### src/design/corePkg.sv
package corePkg;

    localparam int dataWidth = 32;

    typedef logic [4:0] regAddr_t;

    // R-format view
    typedef struct packed {
        logic [5:0] opcode;
        regAddr_t   rs;
        regAddr_t   rt;
        regAddr_t   rd;
        logic [4:0] shamt;
        logic [5:0] funct;
    } rFields_t;

    // I-format view
    typedef struct packed {
        logic [5:0]  opcode;
        regAddr_t    rs;
        regAddr_t    rt;
        logic [15:0] imm;
    } iFields_t;

    typedef union packed {
        rFields_t r;
        iFields_t i;
    } instrWord_t;

    localparam logic [5:0] opSpecial = 6'h00;
    localparam logic [5:0] opAddi    = 6'h08;
    localparam logic [5:0] opAddiu   = 6'h09;
    localparam logic [5:0] opSlti    = 6'h0a;
    localparam logic [5:0] opAndi    = 6'h0c;
    localparam logic [5:0] opOri     = 6'h0d;
    localparam logic [5:0] opXori    = 6'h0e;
    localparam logic [5:0] opLui     = 6'h0f;

    // Funct field under opSpecial
    localparam logic [5:0] fnSll  = 6'h00;
    localparam logic [5:0] fnAdd  = 6'h20;
    localparam logic [5:0] fnAddu = 6'h21;
    localparam logic [5:0] fnSub  = 6'h22;
    localparam logic [5:0] fnSubu = 6'h23;
    localparam logic [5:0] fnAnd  = 6'h24;
    localparam logic [5:0] fnOr   = 6'h25;
    localparam logic [5:0] fnXor  = 6'h26;
    localparam logic [5:0] fnNor  = 6'h27;
    localparam logic [5:0] fnSlt  = 6'h2a;
    localparam logic [5:0] fnSltu = 6'h2b;

    typedef enum logic [3:0] {
        aluAdd,
        aluSub,
        aluAnd,
        aluOr,
        aluXor,
        aluNor,
        aluSlt,
        aluSltu,
        aluSll,
        aluLui
    } aluOp_t;

    typedef enum logic [1:0] {
        immNone,
        immSignExt,
        immZeroExt
    } immKind_t;

    typedef enum logic [4:0] {
        causeRI = 5'd10,
        causeOv = 5'd12
    } excCause_t;

    typedef struct packed {
        aluOp_t     aluOp;
        immKind_t   immKind;
        regAddr_t   srcA;
        regAddr_t   srcB;
        regAddr_t   dest;
        logic [4:0] shamt;
        logic       checkOverflow;
        logic       unknown;
    } ctrl_t;

    typedef struct packed {
        logic                 valid;
        regAddr_t             dest;
        logic [dataWidth-1:0] data;
        logic [31:0]          pc;
    } wbBundle_t;

endpackage

### src/design/executeStage.sv
module executeStage (
    input  bit                             clk,
    input  bit                             reset,
    input  bit                             inValid,
    input  logic [31:0]                    inPc,
    input  corePkg::ctrl_t                 ctrl,
    input  logic [15:0]                    imm,
    input  logic [corePkg::dataWidth-1:0]  regA,
    input  logic [corePkg::dataWidth-1:0]  regB,
    output corePkg::wbBundle_t             wb,
    output bit                             excStrobe,
    output corePkg::excCause_t             excCause,
    output logic [31:0]                    excPc
);
    import corePkg::*;

    localparam int msb = dataWidth - 1;

    logic                 eValid;
    logic [31:0]          ePc;
    ctrl_t                eCtrl;
    logic [15:0]          eImm;
    logic [dataWidth-1:0] eRegA;
    logic [dataWidth-1:0] eRegB;

    logic [dataWidth-1:0] opA;
    logic [dataWidth-1:0] fwdB;
    logic [dataWidth-1:0] opB;
    logic [dataWidth-1:0] immExt;
    logic [dataWidth-1:0] sum;
    logic [dataWidth-1:0] diff;
    logic [dataWidth-1:0] result;
    logic                 overflow;
    logic                 raiseExc;

    // Stage register
    always_ff @(posedge clk) begin
        if (reset) begin
            eValid <= 1'b0;
        end else begin
            eValid <= inValid;
        end
        ePc <= inPc;
        eCtrl <= ctrl;
        eImm <= imm;
        eRegA <= regA;
        eRegB <= regB;
    end

    // Result of the previous instruction overrides the captured value
    assign opA = (wb.valid && wb.dest == eCtrl.srcA) ? wb.data : eRegA;
    assign fwdB = (wb.valid && wb.dest == eCtrl.srcB) ? wb.data : eRegB;

    always_comb begin
        case (eCtrl.immKind)
            immSignExt: immExt = {{(dataWidth - 16){eImm[15]}}, eImm};
            immZeroExt: immExt = {{(dataWidth - 16){1'b0}}, eImm};
            default:    immExt = '0;
        endcase
    end

    assign opB = (eCtrl.immKind == immNone) ? fwdB : immExt;

    assign sum = opA + opB;
    assign diff = opA - opB;

    always_comb begin
        overflow = 1'b0;
        result = sum;
        case (eCtrl.aluOp)
            aluAdd: begin
                result = sum;
                overflow = (opA[msb] == opB[msb]) && (sum[msb] != opA[msb]);
            end
            aluSub: begin
                result = diff;
                overflow = (opA[msb] != opB[msb]) && (diff[msb] != opA[msb]);
            end
            aluAnd:  result = opA & opB;
            aluOr:   result = opA | opB;
            aluXor:  result = opA ^ opB;
            aluNor:  result = ~(opA | opB);
            aluSlt:  result = {{msb{1'b0}}, $signed(opA) < $signed(opB)};
            aluSltu: result = {{msb{1'b0}}, opA < opB};
            aluSll:  result = opB << eCtrl.shamt;
            // Immediate lands in the upper half
            aluLui:  result = opB << 16;
            default: result = sum;
        endcase
    end

    assign raiseExc = eCtrl.unknown || (eCtrl.checkOverflow && overflow);

    // Writeback register
    always_ff @(posedge clk) begin
        if (reset) begin
            wb.valid <= 1'b0;
            excStrobe <= 1'b0;
        end else begin
            wb.valid <= eValid && !raiseExc && eCtrl.dest != '0;
            excStrobe <= eValid && raiseExc;
        end
        wb.dest <= eCtrl.dest;
        wb.data <= result;
        wb.pc <= ePc;
        excCause <= eCtrl.unknown ? causeRI : causeOv;
        excPc <= ePc;
    end

endmodule

### src/design/instrDecoder.sv
module instrDecoder (
    input  corePkg::instrWord_t instr,
    output corePkg::ctrl_t      ctrl
);
    import corePkg::*;

    always_comb begin
        ctrl = '0;
        ctrl.aluOp = aluAdd;
        ctrl.immKind = immNone;
        if (instr.r.opcode == opSpecial) begin
            // Register-register forms
            ctrl.srcA = instr.r.rs;
            ctrl.srcB = instr.r.rt;
            ctrl.dest = instr.r.rd;
            ctrl.shamt = instr.r.shamt;
            case (instr.r.funct)
                fnAdd: begin
                    ctrl.aluOp = aluAdd;
                    ctrl.checkOverflow = 1'b1;
                end
                fnAddu: ctrl.aluOp = aluAdd;
                fnSub: begin
                    ctrl.aluOp = aluSub;
                    ctrl.checkOverflow = 1'b1;
                end
                fnSubu: ctrl.aluOp = aluSub;
                fnAnd:  ctrl.aluOp = aluAnd;
                fnOr:   ctrl.aluOp = aluOr;
                fnXor:  ctrl.aluOp = aluXor;
                fnNor:  ctrl.aluOp = aluNor;
                fnSlt:  ctrl.aluOp = aluSlt;
                fnSltu: ctrl.aluOp = aluSltu;
                fnSll:  ctrl.aluOp = aluSll;
                default: ctrl.unknown = 1'b1;
            endcase
        end else begin
            // Immediate forms write rt
            ctrl.srcA = instr.i.rs;
            ctrl.dest = instr.i.rt;
            case (instr.i.opcode)
                opAddi: begin
                    ctrl.aluOp = aluAdd;
                    ctrl.immKind = immSignExt;
                    ctrl.checkOverflow = 1'b1;
                end
                opAddiu: begin
                    ctrl.aluOp = aluAdd;
                    ctrl.immKind = immSignExt;
                end
                opSlti: begin
                    ctrl.aluOp = aluSlt;
                    ctrl.immKind = immSignExt;
                end
                opAndi: begin
                    ctrl.aluOp = aluAnd;
                    ctrl.immKind = immZeroExt;
                end
                opOri: begin
                    ctrl.aluOp = aluOr;
                    ctrl.immKind = immZeroExt;
                end
                opXori: begin
                    ctrl.aluOp = aluXor;
                    ctrl.immKind = immZeroExt;
                end
                opLui: begin
                    ctrl.aluOp = aluLui;
                    ctrl.immKind = immZeroExt;
                end
                default: ctrl.unknown = 1'b1;
            endcase
        end
    end

endmodule

### src/design/miniCore.sv
module miniCore #(
    parameter logic [31:0] resetPc = 32'hbfc00000
) (
    input  bit                  clk,
    input  bit                  reset,
    input  bit                  instrStrobe,
    input  corePkg::instrWord_t instr,
    output corePkg::wbBundle_t  wb,
    output bit                  excStrobe,
    output corePkg::excCause_t  excCause,
    output logic [31:0]         excPc
);
    import corePkg::*;

    logic                 dValid;
    instrWord_t           dInstr;
    logic [31:0]          dPc;
    logic [31:0]          pc;
    ctrl_t                dCtrl;
    logic [dataWidth-1:0] readDataA;
    logic [dataWidth-1:0] readDataB;

    // Every strobe is taken and tagged with the running pc
    always_ff @(posedge clk) begin
        if (reset) begin
            dValid <= 1'b0;
            pc <= resetPc;
        end else begin
            dValid <= instrStrobe;
            if (instrStrobe) begin
                pc <= pc + 32'd4;
            end
        end
        if (instrStrobe) begin
            dInstr <= instr;
            dPc <= pc;
        end
    end

    // Decode and register read run side by side
    instrDecoder decoder (
        .instr (dInstr),
        .ctrl  (dCtrl)
    );

    registerFile regFile (
        .clk       (clk),
        .reset     (reset),
        .readAddrA (dCtrl.srcA),
        .readAddrB (dCtrl.srcB),
        .readDataA (readDataA),
        .readDataB (readDataB),
        .wb        (wb)
    );

    executeStage execute (
        .clk       (clk),
        .reset     (reset),
        .inValid   (dValid),
        .inPc      (dPc),
        .ctrl      (dCtrl),
        .imm       (dInstr.i.imm),
        .regA      (readDataA),
        .regB      (readDataB),
        .wb        (wb),
        .excStrobe (excStrobe),
        .excCause  (excCause),
        .excPc     (excPc)
    );

endmodule

### src/design/registerFile.sv
module registerFile (
    input  bit                             clk,
    input  bit                             reset,
    input  corePkg::regAddr_t              readAddrA,
    input  corePkg::regAddr_t              readAddrB,
    output logic [corePkg::dataWidth-1:0]  readDataA,
    output logic [corePkg::dataWidth-1:0]  readDataB,
    input  corePkg::wbBundle_t             wb
);
    import corePkg::*;

    logic [dataWidth-1:0] regs [32];

    // Register 0 reads zero and a same-cycle write passes straight through
    function automatic logic [dataWidth-1:0] readPort(regAddr_t addr);
        if (addr == '0) begin
            return '0;
        end
        if (wb.valid && wb.dest == addr) begin
            return wb.data;
        end
        return regs[addr];
    endfunction

    always_comb begin
        readDataA = readPort(readAddrA);
        readDataB = readPort(readAddrB);
    end

    always_ff @(posedge clk) begin
        if (reset) begin
            for (int i = 0; i < 32; i++) begin
                regs[i] <= '0;
            end
        end else if (wb.valid && wb.dest != '0) begin
            regs[wb.dest] <= wb.data;
        end
    end

endmodule

### config.mk
export PLATFORM = sky130hd
export DESIGN_NAME = miniCore
export DESIGN_NICKNAME = d
export VERILOG_FILES = /design/src/design/corePkg.sv /design/src/design/executeStage.sv /design/src/design/instrDecoder.sv /design/src/design/miniCore.sv /design/src/design/registerFile.sv
export SDC_FILE = /design/constraint.sdc
export NUM_CORES = 2
export LEC_CHECK = 0
export BUFFER_PORTS_ARGS = -buffer_cell sky130_fd_sc_hd__clkbuf_2
export CORE_MARGIN = 2
export CORE_UTILIZATION = 64
export CTS_CLUSTER_DIAMETER = 120
export CTS_CLUSTER_SIZE = 14
export DETAILED_ROUTE_END_ITERATION = 8
export PLACE_DENSITY_LB_ADDON = 0.25
export REMOVE_ABC_BUFFERS = 1
export SYNTH_ARGS = -nofsm -noshare
export SYNTH_HDL_FRONTEND = slang
export SYNTH_SLANG_ARGS = --single-unit
### constraint.sdc
create_clock -name clk -period 13.75 [get_ports clk]
set_clock_uncertainty 0.2 [all_clocks]
set_input_delay 2.75 -clock clk [delete_from_list [all_inputs] [get_ports clk]]
set_output_delay 2.75 -clock clk [all_outputs]
set_load 0.02 [all_outputs]
==> results.sh <==
export IMPL_outcome="complete, but fails checks"
export IMPL_failed_checks="max-capacitance violations, max-slew violations"
export IMPL_areaGrowthSynthToFinish_pct=6.22
export IMPL_yosys_register_bits=1332
export IMPL_antenna_viol_nets_final=0
export IMPL_synth_top_area_share_pct=45.0
export IMPL_die_y_um=341
export IMPL_synth_compound_gate_area_share_pct=9.89
export IMPL_net_switching_share_of_the_total_power_pct=32.3
export IMPL_synth_top_cells_by_count="1086 x edfxtp_1, 984 x and2_1, 759 x nand2_1"
export IMPL_worstSetupStartpoint="execute.wb[67]"
export IMPL_timing_final_max_slew_violations=4
export IMPL_regToRegSetupSlack_ns=6.99
export IMPL_timing_reg2reg_worst_path_depth=14
export IMPL_netlist_instances=6268
export IMPL_yosys_warnings=0
export IMPL_drt_first_iter_violations=9244
export IMPL_viasPerCell=7.24
export IMPL_largest_area_contributor_in_the_netlist="edfxtp_1"
export IMPL_synthesis_area_sq_um=72500
export IMPL_routed_wl_um=254000
export IMPL_port_buffers=135
export IMPL_drv_max_cap_violation_count=2
export IMPL_layout_fillers=8040
export IMPL_drc=0
export IMPL_synth_top_family_by_area="simple AND/OR/NAND/NOR gates"
export IMPL_ctsResizeCount=0
export IMPL_final_min_period_over_clock_period_pct=49.1
export IMPL_design_area_sq_um=77000
export IMPL_design_final_nets=6192
export IMPL_ys_async_sr_fraction_pct=0
export IMPL_post_route_worst_setup_slack_ns=6.99
export IMPL_synthXorXnorAreaFrac_pct=0.794
export IMPL_cts_htree_levels=3
export IMPL_switchingPower_mw=3.15
export IMPL_synth_seq_area_share_pct=51.8
export IMPL_yosys_mux_area_fraction_pct=14.5
export IMPL_seq_power_share_pct=48.2
export IMPL_pwr_share_comb_pct=22.4
export IMPL_grt_pass1_wl_um=363000
export IMPL_irDropWorstVdd_mv=0.111
export IMPL_final_layout_size_suffix_gt1_share_pct=16.5
export IMPL_cp_end_kind="flip-flop"
export IMPL_fp_dieW_um=341
export IMPL_startpoint_class_of_the_critical_path="flip-flop"
export IMPL_max_freq_mhz=148
export IMPL_timing_critical_path_required_ns=14.20
export IMPL_cp_data_arrival_time_ns=7.21
export IMPL_power_share_clock_pct=29.5
export IMPL_mean_routed_wirelength_per_cell_um=33.5
export IMPL_drt_pass1_iterations=9
export IMPL_numClockSinks=1332
export IMPL_number_of_top_level_design_ports=143
export IMPL_critPathCapture="execute.wb[69]"
export IMPL_largest_net_degree_at_the_start_of_global_routing=164
export IMPL_min_delay_path_class="flip-flop to flip-flop"
export IMPL_power_density_cell_area_nw_per_um2=127
export IMPL_clk_transition_reported_paths_ns=0.07
export IMPL_cts_setup_buffers=0
export IMPL_multi_input_area_sq_um=32400
export IMPL_simple_gate_fraction_of_synth_area_pct=17.1
export IMPL_antenna_found_initial=20
export IMPL_tritoncts="done"
export IMPL_floorplan_core_area_sq_um=112000
export IMPL_clock_tree_root_cell="clkbuf_16"
export IMPL_post_synth_main_area_contributors="edfxtp_1 45%, mux4_2 10%, and2_1 8.5%"
export IMPL_cts_hold_repair_buffers=0
export IMPL_cellLeakagePower_nw=28.0
export IMPL_timing_final_setup_violations=0
export IMPL_layout_area_seq_sq_um=37600
export IMPL_rsz0062_at_grt="false"
export IMPL_worst_path_maximum_fanout=14
export IMPL_synth_flop_cell="edfxtp_1"
export IMPL_avgSynthCellArea_sq_um=11.6
export IMPL_detailed_place_area_sq_um=74100
export IMPL_timing_final_hold_violations=0
export IMPL_synth_adder_area_share_pct=1.78
export IMPL_synth_most_common_cell="edfxtp_1"
export IMPL_cts_buffers=105
export IMPL_dr_total_vias=55000
export IMPL_globalRouteOverflowTotal=0
export IMPL_worst_skew_pair_late_latency_ns=0.74
export IMPL_synth_enable_flop_cells=1086
export IMPL_slew_headroom_pct=-8.48
export IMPL_clk_path_buf_depth=3
export IMPL_floorplan_die_area_sq_um=116000
export IMPL_groute_usage_overall_pct=43.3
export IMPL_detailed_placer_s_ending_hpwl_um=151000
export IMPL_rows=123
export IMPL_reg2reg_from="execute.wb[67]"
export IMPL_crit_reg2reg_capture="execute.wb[69]"
export IMPL_period_minus_slack_ns=6.76
export IMPL_grt_pass1_vias=53400
export IMPL_tightest_slew_ns=1.61
export IMPL_routabilityCongestion=0.984
export IMPL_fin_util_pct=68.5
export IMPL_path_class="flip-flop to flip-flop"
export IMPL_pre_cts_ws_ns=7.27
export IMPL_power_internal_mw=6.61
export IMPL_post_synth_num_cell_types=86
export IMPL_initial_utilization_pct=64.5
==> power by group through the flow <==
stage / Clock, mW / Combinational, mW / Sequential [mW]
final: 2.87 / 2.18 / 4.70
after global routing: 3.00 / 2.23 / 4.71
after CTS: 2.85 / 2.07 / 4.69
after detailed placement: 0 / 2.07 / 4.77
after global placement: 0 / 2.05 / 4.77
after floorplan: 0 / 1.02 / 4.96
==> worst min path at each step <==
stage / cells past startpoint / end / from
after global placement: 0 / execute.wb[24] / execute.ePc[24]
after global routing: 0 / execute.wb[17] / execute.ePc[17]
after CTS: 0 / execute.wb[21] / execute.ePc[21]
after floorplan: 0 / execute.wb[10] / execute.ePc[10]
after detailed placement: 0 / execute.wb[21] / execute.ePc[21]
final: 0 / execute.wb[26] / execute.ePc[26]
==> routing by layer <==
metal	GRT usage (%)	share of wire, %	vias to the layer above
met5	0	0.048	-
met4	25.8	7.0	18
met3	14.0	16	951
met2	63.6	43	4772
met1	56.4	34	26700
li1	-	-	22600
==> critical path, cell delays in order, from the launching register on <==
cell and delay (ns):
dfxtp_1 0.65, xnor2_1 0.20, nand4_1 0.46, nor3_2 0.88
a221o_1 0.54, ha_1 0.42, nor2_1 0.28, nand3_1 0.17
or4_1 0.54, a41oi_1 0.46, a31oi_1 0.29, o41ai_1 0.68
mux2i_1 0.16, a211oi_1 0.49, nor3b_1 0.24
==> final cells by class <==
class                      count  area share [%]
sequential                  1332            48.7
multi-input combinational   4227            42.1
clock buffer                 135            3.63
tap                         1500            2.44
timing repair buffer         268            2.31
inverter                     121           0.606
clock inverter                 6           0.156
antenna                        6          0.0195
==> cell usage in the layout (no fill, tap or decap), types with 15 or more instances in the layout <==
master        n
a211oi_1     47
a21boi_0     35
a21o_1       15
a21oi_1     152
a221o_1      29
a221oi_1     37
a222oi_1    101
a311oi_1     34
a31oi_1     110
and2_1      983
and3_1      147
buf_4       126
clkbuf_1     27
clkbuf_16   107
clkbuf_2    133
conb_1       39
dfxtp_1     239
edfxtp_1   1086
ha_1        100
inv_1       106
mux2_2      175
mux2i_1     100
mux4_2      333
nand2_1     755
nand2b_1     21
nand3_1     104
nor2_1      174
nor2_4       25
nor3_1       54
o211ai_1    142
o21ai_0     167
o21bai_1     25
o221ai_1     18
or2_2        37
or3_1        16
xnor2_1      30
xor2_1       32
==> through the flow <==
step / hold WS, ns / instances / TNS, ns / power [mW]
6_report: 0.127 / 7595 / 0 / 9.75
4_1_cts: 0.127 / 7589 / 0 / 9.62
5_1_grt: 0.130 / 7589 / 0 / 9.94
3_5_place_dp: 0.113 / 7448 / 0 / 6.84
3_3_place_gp: 0.113 / 7448 / 0 / 6.82
2_1_floorplan: 0.110 / 5680 / -106.75 / 5.98
==> cells by family after synthesis <==
group | after synthesis
buffers and inverters | 746
other | 2
flip-flops | 1332
adder cells (fa/ha/maj) | 102
XOR/XNOR | 64
multiplexers | 612
AND/OR/NAND/NOR | 2399
AO/OA/AOI/OAI | 1011
==> state kept, by name (all words and copies together) (netlist names), 16 cells and up, named ones only <==
| name | count |
|---|---|
| dPc | 30 |
| execute.eRegA | 32 |
| regFile.regs | 1024 |
| execute.eImm | 16 |
| dInstr | 32 |
| execute.wb | 68 |
| execute.eCtrl | 28 |
| execute.ePc | 30 |
| execute.eRegB | 32 |
| pc | 30 |
Note: power is estimated with default switching activity, not from simulation.
